<file path="config.mk">
export PLATFORM = sky130hd
export DESIGN_NAME = mem_stage
export DESIGN_NICKNAME = d
export VERILOG_FILES = /design/src/common/rv32_types_pkg.sv /design/src/common/mem_bus_pkg.sv /design/src/mem_stage/data_access.sv /design/src/mem_stage/load_extender.sv /design/src/mem_stage/fence_tracker.sv /design/src/mem_stage/writeback_select.sv /design/src/mem_stage/mem_stage.sv
export VERILOG_INCLUDE_DIRS = /design/src /design/src/common
export SDC_FILE = /design/constraint.sdc
export NUM_CORES = 1
export LEC_CHECK = 0
export BUFFER_PORTS_ARGS = -buffer_cell sky130_fd_sc_hd__buf_2
export CAP_MARGIN = 20
export CORE_AREA = 5 5 167 169
export CTS_BUF_LIST = sky130_fd_sc_hd__clkbuf_16
export DETAILED_ROUTE_END_ITERATION = 10
export DIE_AREA = 0 0 172 174
export REMOVE_ABC_BUFFERS = 1
export SLEW_MARGIN = 20
export SYNTH_ARGS = -nofsm -noshare
export SYNTH_HDL_FRONTEND = slang
export SYNTH_HIERARCHICAL = 1
export SYNTH_SLANG_ARGS = --single-unit
</file>
<file path="constraint.sdc">
create_clock -name CLK -period 3.5 [get_ports CLK]
set_clock_uncertainty 0.2 [all_clocks]
set_input_delay 0.525 -clock CLK [delete_from_list [all_inputs] [get_ports CLK]]
set_output_delay 0.525 -clock CLK [all_outputs]
set_load 0.02 [all_outputs]
</file>
<file path="src/common/mem_stage_defs.svh">
`ifndef MEM_STAGE_DEFS_SVH
`define MEM_STAGE_DEFS_SVH

// Data and address width of the core
`define WORD_WIDTH 32

// Address-space identifier carried with an SFENCE.VMA
`define ASID_WIDTH 9

// Register file index width
`define REG_ADDR_WIDTH 5

`endif

</file>
<file path="src/common/rv32_types_pkg.sv">
`default_nettype none

`include "mem_stage_defs.svh"

package rv32_types_pkg;

    // One machine word
    typedef logic [`WORD_WIDTH-1:0] word_t;

    // Memory access width, encoded after the load funct3 field
    // Stores only ever use ACC_B, ACC_H and ACC_W
    typedef enum logic [2:0] {
        ACC_B    = 3'b000,
        ACC_H    = 3'b001,
        ACC_W    = 3'b010,
        ACC_BU   = 3'b100,
        ACC_HU   = 3'b101,
        ACC_NONE = 3'b111
    } access_t;

    // Source of the register write-back value
    typedef enum logic [2:0] {
        WB_DLOAD = 3'd0,
        WB_PC4   = 3'd1,
        WB_IMM_U = 3'd2,
        WB_ALU   = 3'd3,
        WB_CSR   = 3'd4
    } w_sel_t;

endpackage

`default_nettype wire

</file>
<file path="src/common/mem_bus_pkg.sv">
`default_nettype none

`include "mem_stage_defs.svh"

package mem_bus_pkg;

    // One enable per byte lane, lane n is address byte n
    typedef logic [`WORD_WIDTH/8-1:0] byte_en_t;

    // Exception flags raised by the memory stage
    typedef struct packed {
        logic mal_load;
        logic mal_store;
        logic fault_load;
        logic fault_store;
    } mem_fault_t;

endpackage

`default_nettype wire

</file>
<file path="src/mem_stage/data_access.sv">
`timescale 1ns/1ps
`default_nettype none

module data_access (
    input  wire logic                    dren,
    input  wire logic                    dwen,
    input  wire logic                    suppress,
    input  wire rv32_types_pkg::access_t access,
    input  wire rv32_types_pkg::word_t   alu_out,
    input  wire rv32_types_pkg::word_t   rs2_data,
    input  wire logic                    bus_error,
    output logic                         bus_ren,
    output logic                         bus_wen,
    output rv32_types_pkg::word_t        bus_addr,
    output mem_bus_pkg::byte_en_t        bus_byte_en,
    output rv32_types_pkg::word_t        bus_wdata,
    output mem_bus_pkg::mem_fault_t      faults
);

    logic [1:0] offset;
    logic       mal_addr;

    assign bus_addr = alu_out;
    assign offset   = alu_out[1:0];

    // A squashed instruction must not reach the bus
    assign bus_ren = dren & ~suppress;
    assign bus_wen = dwen & ~suppress;

    // Lane enables from the byte offset
    always_comb begin
        case (access)
            rv32_types_pkg::ACC_B, rv32_types_pkg::ACC_BU: begin
                case (offset)
                    2'b00:   bus_byte_en = 4'b0001;
                    2'b01:   bus_byte_en = 4'b0010;
                    2'b10:   bus_byte_en = 4'b0100;
                    default: bus_byte_en = 4'b1000;
                endcase
            end
            rv32_types_pkg::ACC_H, rv32_types_pkg::ACC_HU: begin
                case (offset)
                    2'b00:   bus_byte_en = 4'b0011;
                    2'b10:   bus_byte_en = 4'b1100;
                    default: bus_byte_en = 4'b0000;
                endcase
            end
            rv32_types_pkg::ACC_W: begin
                if (offset == 2'b00) begin
                    bus_byte_en = 4'b1111;
                end else begin
                    bus_byte_en = 4'b0000;
                end
            end
            default: bus_byte_en = 4'b0000;
        endcase
    end

    // Replicate narrow store data so every lane carries it
    always_comb begin
        case (access)
            rv32_types_pkg::ACC_B, rv32_types_pkg::ACC_BU:
                bus_wdata = {4{rs2_data[7:0]}};
            rv32_types_pkg::ACC_H, rv32_types_pkg::ACC_HU:
                bus_wdata = {2{rs2_data[15:0]}};
            rv32_types_pkg::ACC_W:
                bus_wdata = rs2_data;
            default:
                bus_wdata = '0;
        endcase
    end

    // Alignment check
    always_comb begin
        case (access)
            rv32_types_pkg::ACC_W:
                mal_addr = (offset != 2'b00);
            rv32_types_pkg::ACC_H, rv32_types_pkg::ACC_HU:
                mal_addr = offset[0];
            default:
                mal_addr = 1'b0;
        endcase
    end

    assign faults.mal_load    = dren & mal_addr;
    assign faults.mal_store   = dwen & mal_addr;
    assign faults.fault_load  = dren & bus_error;
    assign faults.fault_store = dwen & bus_error;

endmodule

`default_nettype wire

</file>
<file path="src/mem_stage/load_extender.sv">
`timescale 1ns/1ps
`default_nettype none

`include "mem_stage_defs.svh"

module load_extender (
    input  wire rv32_types_pkg::word_t    bus_rdata,
    input  wire rv32_types_pkg::access_t  access,
    input  wire mem_bus_pkg::byte_en_t    byte_en,
    output rv32_types_pkg::word_t         load_data
);

    logic [7:0]  lane_byte;
    logic [15:0] lane_half;

    // Lowest enabled lane
    always_comb begin
        casez (byte_en)
            4'b???1: lane_byte = bus_rdata[7:0];
            4'b??10: lane_byte = bus_rdata[15:8];
            4'b?100: lane_byte = bus_rdata[23:16];
            default: lane_byte = bus_rdata[31:24];
        endcase
    end

    // Lower pair unless only the upper one is enabled
    assign lane_half = byte_en[0] ? bus_rdata[15:0] : bus_rdata[31:16];

    always_comb begin
        case (access)
            rv32_types_pkg::ACC_B:
                load_data = {{(`WORD_WIDTH-8){lane_byte[7]}}, lane_byte};
            rv32_types_pkg::ACC_BU:
                load_data = {{(`WORD_WIDTH-8){1'b0}}, lane_byte};
            rv32_types_pkg::ACC_H:
                load_data = {{(`WORD_WIDTH-16){lane_half[15]}}, lane_half};
            rv32_types_pkg::ACC_HU:
                load_data = {{(`WORD_WIDTH-16){1'b0}}, lane_half};
            rv32_types_pkg::ACC_W:
                load_data = bus_rdata;
            default:
                load_data = '0;
        endcase
    end

endmodule

`default_nettype wire

</file>
<file path="src/mem_stage/fence_tracker.sv">
`timescale 1ns/1ps
`default_nettype none

module fence_tracker (
    input  wire logic CLK,
    input  wire logic nRST,
    input  wire logic fence_req,
    input  wire logic done_a,
    input  wire logic done_b,
    output logic      fence_pulse,
    output logic      fence_stall
);

    logic pending;
    logic pending_next;
    logic seen_a;
    logic seen_a_next;
    logic seen_b;
    logic seen_b_next;

    always_ff @(posedge CLK, negedge nRST) begin
        if (!nRST) begin
            pending <= 1'b0;
            seen_a  <= 1'b1;
            seen_b  <= 1'b1;
        end else begin
            pending <= pending_next;
            seen_a  <= seen_a_next;
            seen_b  <= seen_b_next;
        end
    end

    // Only a new request fires, a held one waits behind pending
    assign fence_pulse = fence_req & ~pending;

    always_comb begin
        pending_next = pending;
        seen_a_next  = seen_a;
        seen_b_next  = seen_b;
        if (fence_pulse) begin
            pending_next = 1'b1;
            seen_a_next  = 1'b0;
            seen_b_next  = 1'b0;
        end
        // Done strobes may land in the pulse cycle itself
        if (done_a) begin
            seen_a_next = 1'b1;
        end
        if (done_b) begin
            seen_b_next = 1'b1;
        end
        if (seen_a_next && seen_b_next) begin
            pending_next = 1'b0;
        end
    end

    // Pending only survives while a side is still outstanding
    assign fence_stall = pending;

endmodule

`default_nettype wire

</file>
<file path="src/mem_stage/writeback_select.sv">
`timescale 1ns/1ps
`default_nettype none

module writeback_select (
    input  wire rv32_types_pkg::w_sel_t  w_sel,
    input  wire rv32_types_pkg::word_t   load_data,
    input  wire rv32_types_pkg::word_t   pc4,
    input  wire rv32_types_pkg::word_t   imm_u,
    input  wire rv32_types_pkg::word_t   alu_out,
    input  wire rv32_types_pkg::word_t   csr_rdata,
    input  wire logic                    reg_write,
    input  wire logic                    suppress,
    output rv32_types_pkg::word_t        reg_wdata,
    output rv32_types_pkg::word_t        fwd_data,
    output logic                         reg_write_out
);

    always_comb begin
        case (w_sel)
            rv32_types_pkg::WB_DLOAD: reg_wdata = load_data;
            rv32_types_pkg::WB_PC4:   reg_wdata = pc4;
            rv32_types_pkg::WB_IMM_U: reg_wdata = imm_u;
            rv32_types_pkg::WB_ALU:   reg_wdata = alu_out;
            rv32_types_pkg::WB_CSR:   reg_wdata = csr_rdata;
            default:                  reg_wdata = '0;
        endcase
    end

    // Load results arrive too late to forward from here
    assign fwd_data = (w_sel == rv32_types_pkg::WB_DLOAD) ? '0 : reg_wdata;

    // No write-back for a squashed instruction
    assign reg_write_out = reg_write & ~suppress;

endmodule

`default_nettype wire

</file>
<file path="src/mem_stage/mem_stage.sv">
`timescale 1ns/1ps
`default_nettype none

`include "mem_stage_defs.svh"

module mem_stage (
    input  wire logic                        CLK,
    input  wire logic                        nRST,
    // Execute/memory pipeline register
    input  wire logic                        dren,
    input  wire logic                        dwen,
    input  wire rv32_types_pkg::access_t     access,
    input  wire rv32_types_pkg::word_t       alu_out,
    input  wire rv32_types_pkg::word_t       rs1_data,
    input  wire rv32_types_pkg::word_t       rs2_data,
    input  wire rv32_types_pkg::word_t       pc4,
    input  wire rv32_types_pkg::word_t       imm_u,
    input  wire rv32_types_pkg::word_t       csr_rdata,
    input  wire rv32_types_pkg::w_sel_t      w_sel,
    input  wire logic                        reg_write,
    input  wire logic [`REG_ADDR_WIDTH-1:0]  rd,
    input  wire logic                        ifence,
    input  wire logic                        sfence,
    input  wire logic                        suppress,
    // Data bus
    input  wire rv32_types_pkg::word_t       bus_rdata,
    input  wire logic                        bus_busy,
    input  wire logic                        bus_error,
    output logic                             bus_ren,
    output logic                             bus_wen,
    output rv32_types_pkg::word_t            bus_addr,
    output mem_bus_pkg::byte_en_t            bus_byte_en,
    output rv32_types_pkg::word_t            bus_wdata,
    // Hazard unit
    output logic                             mem_busy,
    output mem_bus_pkg::mem_fault_t          faults,
    output logic                             fence_stall,
    // Cache and TLB control
    input  wire logic                        iflush_done,
    input  wire logic                        dflush_done,
    input  wire logic                        itlb_done,
    input  wire logic                        dtlb_done,
    output logic                             icache_flush,
    output logic                             dcache_flush,
    output logic                             itlb_fence,
    output logic                             dtlb_fence,
    output logic [`ASID_WIDTH-1:0]           fence_asid,
    output rv32_types_pkg::word_t            fence_va,
    // Write-back and forwarding
    output logic                             reg_write_out,
    output logic [`REG_ADDR_WIDTH-1:0]       rd_out,
    output rv32_types_pkg::word_t            reg_wdata,
    output rv32_types_pkg::word_t            fwd_data
);

    rv32_types_pkg::word_t load_data;
    logic                  cache_pulse;
    logic                  cache_stall;
    logic                  tlb_pulse;
    logic                  tlb_stall;

    data_access u_data_access (
        .dren        (dren),
        .dwen        (dwen),
        .suppress    (suppress),
        .access      (access),
        .alu_out     (alu_out),
        .rs2_data    (rs2_data),
        .bus_error   (bus_error),
        .bus_ren     (bus_ren),
        .bus_wen     (bus_wen),
        .bus_addr    (bus_addr),
        .bus_byte_en (bus_byte_en),
        .bus_wdata   (bus_wdata),
        .faults      (faults)
    );

    // Extraction uses the same lanes that went out on the bus
    load_extender u_load_extender (
        .bus_rdata (bus_rdata),
        .access    (access),
        .byte_en   (bus_byte_en),
        .load_data (load_data)
    );

    writeback_select u_writeback_select (
        .w_sel         (w_sel),
        .load_data     (load_data),
        .pc4           (pc4),
        .imm_u         (imm_u),
        .alu_out       (alu_out),
        .csr_rdata     (csr_rdata),
        .reg_write     (reg_write),
        .suppress      (suppress),
        .reg_wdata     (reg_wdata),
        .fwd_data      (fwd_data),
        .reg_write_out (reg_write_out)
    );

    // FENCE.I flushes both caches
    fence_tracker u_cache_fence (
        .CLK         (CLK),
        .nRST        (nRST),
        .fence_req   (ifence),
        .done_a      (iflush_done),
        .done_b      (dflush_done),
        .fence_pulse (cache_pulse),
        .fence_stall (cache_stall)
    );

    // SFENCE.VMA fences both TLBs
    fence_tracker u_tlb_fence (
        .CLK         (CLK),
        .nRST        (nRST),
        .fence_req   (sfence),
        .done_a      (itlb_done),
        .done_b      (dtlb_done),
        .fence_pulse (tlb_pulse),
        .fence_stall (tlb_stall)
    );

    assign icache_flush = cache_pulse;
    assign dcache_flush = cache_pulse;
    assign itlb_fence   = tlb_pulse;
    assign dtlb_fence   = tlb_pulse;
    assign fence_stall  = cache_stall | tlb_stall;

    // SFENCE.VMA takes the address from rs1 and the ASID from rs2
    assign fence_asid = rs2_data[`ASID_WIDTH-1:0];
    assign fence_va   = rs1_data;

    assign mem_busy = bus_busy;
    assign rd_out   = rd;

endmodule

`default_nettype wire

</file>
[Word level (Yosys, flattened, before mapping)]
Index checks and enable logic that the tools add are counted.
Storage, ports and cells
  bits in registers: 6
  output and inout port bits: 191
  input bits: 249
Cells by class
  bitwise gates (word level): 13
  reduce and logical (&&, ||, !) cells: 10
  equality and inequality tests: 12
  muxes and demuxes: 23
Operators by type and width (number)
  32-bit case mux with 5 select lines: 2
  32-bit case mux with 3 select lines: 1
  32-bit 2-to-1 mux: 1
  4-bit case mux with 3 select lines: 2
  8-bit case mux with 3 select lines: 1
  16-bit 2-to-1 mux: 1
  3-bit equality test, second input constant: 4
  1-bit 2-to-1 mux: 12
  1-bit AND: 9
  3-bit by 2-bit equality test with 1-bit output, second input constant: 3
  4-bit case mux with 2 select lines: 1
  3-bit by 1-bit equality test with 1-bit output, second input constant: 2
  3-bit zero test: 2
  2-bit nonzero test: 3
  2-bit equality test, second input constant: 2
  4-bit 2-to-1 mux: 1
  2-bit OR reduction: 2
  1-bit inverter: 3
  2-bit by 1-bit equality test with 1-bit output, second input constant: 1
  1-bit logical AND: 2
  2-bit zero test: 1
  1-bit case mux with 2 select lines: 1
  1-bit bitwise OR: 1

[Depth between registers and ports, before layout]
Gate-level depths: netlist of run 1.
  depth after elaboration: 8
  depth in mapped cells: 13

[Cells and area by module]
The synthesis of run 1 kept the hierarchy.
Modules (own cells, without submodules)
  writeback_select: cells each 223, area an instance 1652.8 µm², times used 1
  data_access: cells each 119, area an instance 894.6 µm², times used 1
  load_extender: cells each 136, area an instance 859.6 µm², times used 1
  mem_stage: cells each 50, area an instance 374.1 µm², times used 1
  fence_tracker: cells each 10, area an instance 131.4 µm², times used 2

[Worst setup path after synthesis of run 1]
Ideal clock, no wire load.
  path kind: input port to output port
  from: input port access[0]
  to: output port reg_wdata[8]
  slack: -194 ps
  arrival: 2969 ps
  required time: 2775 ps
  stages on the path: 12
  path through: buf_6 > or2_1 > buf_2 > a21oi_1 > buf_6 > buf_2 > buf_2 > mux2i_1 > o211ai_2 > mux2i_1 > nor2_1 > or3_1
Between the ends
  longest elaborated chain between the ends: 7
RTL lines
  start: declaration: RTL line mem_stage.sv:12  | input wire rv32_types_pkg::access_t access,
  3-bit by 1-bit equality test with 1-bit output, or another cell as far along: RTL line data_access.sv:32  | case (access)
  2-bit OR reduction: RTL line data_access.sv:32
  4-bit case mux with 3 select lines (*): RTL line data_access.sv:32
  named net bus_byte_en[0]: RTL line mem_stage.sv:32  | output mem_bus_pkg::byte_en_t bus_byte_en,
  3-bit equality test or 2-bit equality test (tied branches): RTL line load_extender.sv:18  | casez (byte_en)
  8-bit case mux with 3 select lines: RTL line load_extender.sv:18
  32-bit case mux with 5 select lines (*): RTL line load_extender.sv:30  | case (access)
  named net load_data[8]: RTL line mem_stage.sv:56  | rv32_types_pkg::word_t load_data;
  32-bit case mux with 5 select lines (*): RTL line writeback_select.sv:19  | case (w_sel)
  end: declaration: RTL line mem_stage.sv:52  | output rv32_types_pkg::word_t reg_wdata,
The timed path passes the listed nets; every way through them passes the cells marked *.

[Worst setup path in the final report of run 1]
  from: input port alu_out[1]
  to: output port reg_wdata[12]
Between the ends
  longest elaborated chain between the ends: 7
RTL lines
  start: declaration: RTL line mem_stage.sv:13  | input wire rv32_types_pkg::word_t alu_out,
  2-bit equality test, or another cell as far along: RTL line data_access.sv:34, data_access.sv:42
  4-bit case mux with 3 select lines, or another cell as far along: RTL line data_access.sv:34  | case (offset)
  4-bit case mux with 3 select lines (*): RTL line data_access.sv:32
  3-bit equality test or 2-bit equality test (tied branches): RTL line load_extender.sv:18
  8-bit case mux with 3 select lines: RTL line load_extender.sv:18
  32-bit case mux with 5 select lines (*): RTL line load_extender.sv:30
  named net load_data[12]: RTL line mem_stage.sv:56
  32-bit case mux with 5 select lines (*): RTL line writeback_select.sv:19
Marks and branches as above.

==> results of run 1 <==
worst register-to-register path: cells and delay by family (launching register included):
kind	cells	cell delay, ps
AO/OA/AOI/OAI	2	300
flip-flops	1	520
logic make-up after synthesis:
family	after synthesis
buffers and inverters	140
AND/OR/NAND/NOR	161
AO/OA/AOI/OAI	168
flip-flops	6
multiplexers	72
XOR/XNOR	1
per-stage QoR:
stage | TNS, ps | hold WS [ps] | cell area [sq um] | util, % | setup slack, ps
floorplan | -54570 | 29.4 | 3110 | - | -1950
global placement | -3240 | 154 | 5700 | 21.6 | -220
detailed placement | -3650 | 163 | 5700 | 21.6 | -201
CTS | -116 | 306 | 6130 | 23.2 | -38.9
global route | -1420 | 310 | 6270 | 23.7 | -132
finish | -285 | 309 | 6270 | 23.7 | -90.6
worst max path at each step:
stage                           from       endpoint  slack, ps  cells past startpoint
final                     alu_out[1]  reg_wdata[12]        -90                     12
after global routing      alu_out[1]  reg_wdata[12]       -130                     12
after CTS                 alu_out[1]  reg_wdata[14]        -40                     12
after detailed placement   access[2]  reg_wdata[14]       -200                     13
after global placement     access[0]  reg_wdata[14]       -220                     12
after floorplan            access[2]  reg_wdata[11]      -1950                      8
placed cells by master (no fill, tap or decap), types with 2 or more instances in the layout:
master,n
buf_2,345
mux2i_1,70
nand2_1,65
nor2_1,50
buf_4,42
o2bb2ai_1,32
buf_6,26
a221o_1,16
a21o_1,16
a311o_1,16
a21oi_1,15
or3_1,15
o22ai_2,12
inv_1,11
a21oi_2,8
o21a_1,7
o22ai_1,6
o21ai_0,6
o211ai_1,6
buf_12,4
nand2b_4,4
a21o_2,4
dfstp_2,4
nor3b_4,4
o21ai_1,4
nor2b_1,4
o211ai_2,4
o221ai_2,4
or2_1,3
clkbuf_16,3
a21oi_4,3
o221ai_1,3
diode_2,2
inv_2,2
a22o_1,2
dfrtp_1,2
nand4b_1,2
and2_1,2
or3_4,2
flip-flops by register name (all words and copies together) (netlist names):
register / count
u_cache_fence/seen_a: 1
u_cache_fence/fence_stall: 1
u_tlb_fence/seen_b: 1
u_tlb_fence/seen_a: 1
u_tlb_fence/fence_stall: 1
u_cache_fence/seen_b: 1
layout make-up:
type | instances | share of cell area (%)
clock inverter | 1 | 0.0599
clock buffer | 3 | 1.20
tap | 341 | 6.80
antenna | 2 | 0.0798
inverter | 12 | 0.718
multi-input combinational | 402 | 49.8
sequential | 6 | 2.47
timing repair buffer | 419 | 38.9
power breakdown:
part	switching, mW	internal (mW)
registers	0.00482	0.0805
logic	0.546	0.414
clock network	0.0432	0.149
total	0.594	0.643
metal layers:
layer	vias up	share of wire, %	wire length [um]
li1	2530	-	-
met1	2450	41	9710
met2	264	46	10800
met3	34	11	2680
met4	16	1.0	238
met5	-	0.89	211
what timing repair did:
action,in CTS,in global routing
pin swaps,25,27
gates resized for setup,55,32
buffers inserted,11,4
gates cloned,1,1
setup endpoints to repair,30,29
endpoints found under the hold margin,2,0
hold buffers,1,0
==> out/qor.yml, run 1 <==
outcome: "complete, but fails checks"
failed_checks: "setup timing"
hold_start: "itlb_done"
cts_tree: "yes"
final_layout_size_suffix_gt1_share_pct: 57.9
drtAntennaViolNets: 0
tightest_slew_ps: 678
hp-class: "primary input to register"
post-route-period-util_pct: 103
routedWlPerCell_um: 19.9
path_clk_slew_ps: 30
fin_ws_ps: -90.6
required_ps: 2770
timing.rr.end: "u_cache_fence/fence_stall$_DFFE_PN0P_"
drt_pass1_iterations: 6
leakagePower_nw: 3.34
powerDensity_mw_per_mm2: 197
placed_cells: 1163
fin_nets: 1093
fin_crit_ps: 3590
slowest_delay_ps: 550
crit_path_top_delay_cell: "or4b_4"
crit_family: "simple AND/OR/NAND/NOR gates"
areaGrowthSynthToFinish_pct: 55.1
grt_antenna_before_repair: 10
top_usage_layer: "met2"
htree_levels: 1
met1_usage_pct: 17.9
filler_cell_count: 2931
grt.overflow.total: 0
synth_top_area_cell: "mux2i_1"
core_sq_mm: 0.0264
arrival_ps: 2870
grt_pass1_vias: 5184
rsz0062_at_grt: "yes"
dieArea_sq_mm: 0.0299
pin_count: 440
slew_viol_final: 0
grt_pass1_wl_um: 32600
synthAdderAreaFrac_pct: 0
grt.met2_usage_pct: 23.0
synth_top_cells_by_count: "buf_4 (86), mux2i_1 (72), nand2_1 (66), nor2_1 (50), o2bb2ai_1 (32)"
grt_max_degree: 44
ys_seq_elements: 6
synth_flop_cell: "dfstp_2"
drc: 0
use_met3_pct: 6.35
path_class: "primary input to output pin"
clock_sink_count: 6
synth_compound_area_share_pct: 34.2
start_kind: "primary input"
hold_viol: 0
synth_xor_area_share_pct: 0.217
worstRegToRegCells: 2
cts_root_buffer: "clkbuf_16"
cp_num_buf_inv: 3
gp_congestion: 0.872
p_total_mw: 1.24
initial_utilization_pct: 15.3
synthDistinctLibCells: 48
reg2reg_from: "u_cache_fence/seen_b$_DFF_PN1_"
num_vias: 5294
cts_buffer_depth: 2
chipHeight_um: 174
grtUsageTotal_pct: 14.3
async_flop_share_pct: 100
vdd_drop_max_v: 0.000162
synth_enable_flop_cells: 0
die-width_um: 172
synth_area_leaders: "mux2i_1 (18%), buf_4 (16%), o2bb2ai_1 (6.9%), nand2_1 (6.1%), nor2_1 (4.6%)"
ys_warn_count: 6
synth_top_family_by_area: "compound AO/OA/AOI/OAI gates"
synthDominantCellAreaShare_pct: 17.8
rows: 60
cp_max_fo: 6
synth-seq-area-share_pct: 3.84
synth_cells: 548
regArea_sq_um: 155
fmax_mhz: 279
synth_mux_area_share_pct: 17.8
min_path_cells: 2
dpl.hpwl_um: 20000
multiInputGateArea_sq_mm: 0.00312
drt_wl_total_um: 23600
holdPathEnd: "u_tlb_fence/seen_a$_DFF_PN1_"
syn_avg_cell_area_sq_um: 7.38
drt_iter0_drc: 230
finalNonFillerCells: 1186
r2r_slack_ps: 2360
cp-end-kind: "output pin"
numCtsBuffers: 3
synth-simple-area-share_pct: 19.6
drv_cap: 0
worstPathCellList: "buf_8 > or4b_4 > a21oi_4 > nor3b_4 > o31ai_4 > o2111ai_4 > buf_12 > o211ai_1 > mux2i_1 > nor2_1 > or3_1 > buf_6"
synth.most_common_cell: "buf_4"
max-slew-margin-rel_pct: 54.7
syn_area_sq_mm: 0.00404
setup_viol_count_final: 8
clk_latency_ps: 230
io_buffer_count: 363
viasPerCell: 4.46
Note: power is estimated with default switching activity, not from simulation.
==> run 2, diff against run 1 <==
--- a/config.mk
+++ b/config.mk
@@ -8,10 +8,11 @@
 export LEC_CHECK = 0
 export BUFFER_PORTS_ARGS = -buffer_cell sky130_fd_sc_hd__buf_2
 export CAP_MARGIN = 20
-export CORE_AREA = 5 5 167 169
+export CORE_AREA = 5 5 170 172
 export CTS_BUF_LIST = sky130_fd_sc_hd__clkbuf_16
 export DETAILED_ROUTE_END_ITERATION = 10
-export DIE_AREA = 0 0 172 174
+export DIE_AREA = 0 0 175 177
+export MAX_ROUTING_LAYER = met4
 export REMOVE_ABC_BUFFERS = 1
 export SLEW_MARGIN = 20
 export SYNTH_ARGS = -nofsm -noshare
==> constraint.sdc (replaced) <==
create_clock -name CLK -period 4.2 [get_ports CLK]
set_clock_uncertainty 0.2 [all_clocks]
set_input_delay 0.63 -clock CLK [delete_from_list [all_inputs] [get_ports CLK]]
set_output_delay 0.63 -clock CLK [all_outputs]
set_load 0.02 [all_outputs]
==> out/qor.yml, run 2 (synthesis gave the netlist of run 1 again) <==
grt_pass1_vias: 5220  # +0.69%
path_common_cell: "buf_2"
drc: 0  # unchanged
initial_utilization_pct: 14.8  # -0.50 points
dpl.hpwl_um: 20000  # -0.35%
areaGrowthSynthToFinish_pct: 40.1
clock_sink_count: 6  # unchanged
htree_levels: 1  # unchanged
drt_iter0_drc: 208  # -9.6%
finalNonFillerCells: 1161  # -2.1%
slowest_delay_ps: 560  # about the same
fmax_mhz: 246
hp-class: "primary input to asynchronous set/reset pin"
dieArea_sq_mm: 0.0310  # +3.5%
crit_path_top_delay_cell: "or4b_4"
outcome: "completed"
final_common_cell: "buf_2"
mostFrequentLayoutCells: "buf_2 (363), mux2i_1 (72), nand2_1 (66), nor2_1 (50), o2bb2ai_1 (32)"
numCtsBuffers: 3  # unchanged
cts_buffer_depth: 2  # unchanged
start_kind: "primary input"
fin_nets: 1058  # -3.2%
rows: 61  # +1.7%
setup_viol_count_final: 0  # -8
path_clk_slew_ps: 40  # about the same
place_worst_setup_slack_ps: -130  # +71.2 ps
timing.rr.end: "u_cache_fence/fence_stall$_DFFE_PN0P_"
placed_cells: 1148  # -1.3%
cts_root_buffer: "clkbuf_16"
viasPerCell: 4.53  # +1.4%
required_ps: 3370  # +600 ps
rsz0062_at_grt: "no"
drtAntennaViolNets: 0  # unchanged
clk_latency_ps: 230  # about the same
cp-end-kind: "output pin"
cts_hold_buf: 0  # -1
worstRegToRegCells: 2  # unchanged
r2r_slack_ps: 3040  # +680 ps
routedWlPerCell_um: 20.6  # +3.7%
gp_congestion: 0.797  # -8.7%
grt_antenna_before_repair: 8  # -2
post-route-util_pct: 20.7  # -3.0 points
hold_viol: 0  # unchanged
whs_ps: 18.0  # -291 ps
leakagePower_nw: 3.08  # -7.9%
num_vias: 5257  # -0.70%
reg2reg_from: "u_cache_fence/seen_b$_DFF_PN1_"
regArea_sq_um: 155  # unchanged
drt_wl_total_um: 24000  # +1.5%
core_sq_mm: 0.0273  # +3.4%
filler_cell_count: 3105  # +5.9%
finalSetupTns_ps: 0  # +285 ps
p_total_uw: 964  # -22%
path_class: "primary input to output pin"
vdd_drop_max_v: 0.000233  # +44%
fin_ws_ps: 136  # +227 ps
crit_family: "simple AND/OR/NAND/NOR gates"
multiInputGateArea_sq_mm: 0.00295  # -5.4%
grt.overflow.total: 0  # unchanged
startpoint: "access[2]"
chipHeight_um: 177  # +1.7%
io_buffer_count: 363  # unchanged
arrival_ps: 3230  # +360 ps
design_area_sq_mm: 0.00567  # -9.6%
pin_count: 440  # unchanged
drt_pass1_iterations: 4  # -2
powerDensity_mw_per_mm2: 170  # -14%
cts_tree: "yes"
placed_cell_area_sq_mm: 0.00554  # -2.7%
grt_max_degree: 44  # unchanged
slew_viol_final: 0  # unchanged
path_depth: 12  # unchanged
die-width_um: 175  # +1.7%
cp_max_fo: 13  # +7
grtUsageTotal_pct: 14.5  # +0.22 points
max-slew-margin-rel_pct: 32.1  # -23 points
worstPathCellList: "buf_2 > or4b_4 > a21oi_2 > nor3b_1 > o31ai_1 > o2111ai_4 > buf_4 > o211ai_1 > mux2i_1 > nor2_1 > or3_1 > buf_2"
grt_pass1_wl_um: 33400  # +2.4%
final_layout_size_suffix_gt1_share_pct: 53.0  # -4.9 points
drv_cap: 0  # unchanged
tightest_slew_ps: 1020  # +338 ps
post-route-period-util_pct: 96.8
endpoint: "reg_wdata[14]"
fin_crit_ps: 4060
cp_num_buf_inv: 3  # unchanged
==> run 2: changes by cell type in the layout (fill, tap and decap cells not counted), moves of 3 or more <==
cell      previous run  this run
diode_2              2         8
a21oi_2              8         3
o22ai_1              6        10
o22ai_2             12         8
a21oi_1             15        22
o21ai_0              6         9
o221ai_1             3         7
buf_12               4         1
buf_4               42        20
buf_2              345       363
buf_6               26         0
o221ai_2             4         0
==> run 2: layout make-up <==
class	instances	area share (%)
multi-input cells	402	52.1
diodes	8	0.353
flip-flops and latches	6	2.74
repair buffers	384	35.1
clock buffers	3	1.32
well taps	346	7.64
inverters	12	0.795
==> run 2: metal layers <==
metal	routed length, um	track usage, %
met1	9850	16.8
met2	11500	24.6
met3	2360	5.34
met4	267	2.29
met5	0	-
==> run 2: what timing repair did <==
| action | CTS | global route |
|---|---|---|
| pin swaps | 1 | 0 |
| gates resized for setup | 2 | 2 |
| setup buffers | 2 | 0 |
| endpoints found under the setup margin | 16 | 5 |
==> run 2: power by group <==
part           total (mW)  internal, mW  switching [mW]
logic               0.737         0.290           0.446
registers          0.0712        0.0671         0.00408
clock network       0.156         0.122          0.0338
total               0.964         0.480           0.484
==> run 2: worst min path at each step <==
stage,startpoint,slack [ps],endpoint
after global routing,nRST,30,u_cache_fence/fence_stall$_DFFE_PN0P_
after CTS,nRST,20,u_tlb_fence/fence_stall$_DFFE_PN0P_
after floorplan,nRST,130,u_cache_fence/fence_stall$_DFFE_PN0P_
after global placement,nRST,260,u_tlb_fence/fence_stall$_DFFE_PN0P_
after detailed placement,nRST,270,u_tlb_fence/fence_stall$_DFFE_PN0P_
final,nRST,20,u_tlb_fence/fence_stall$_DFFE_PN0P_
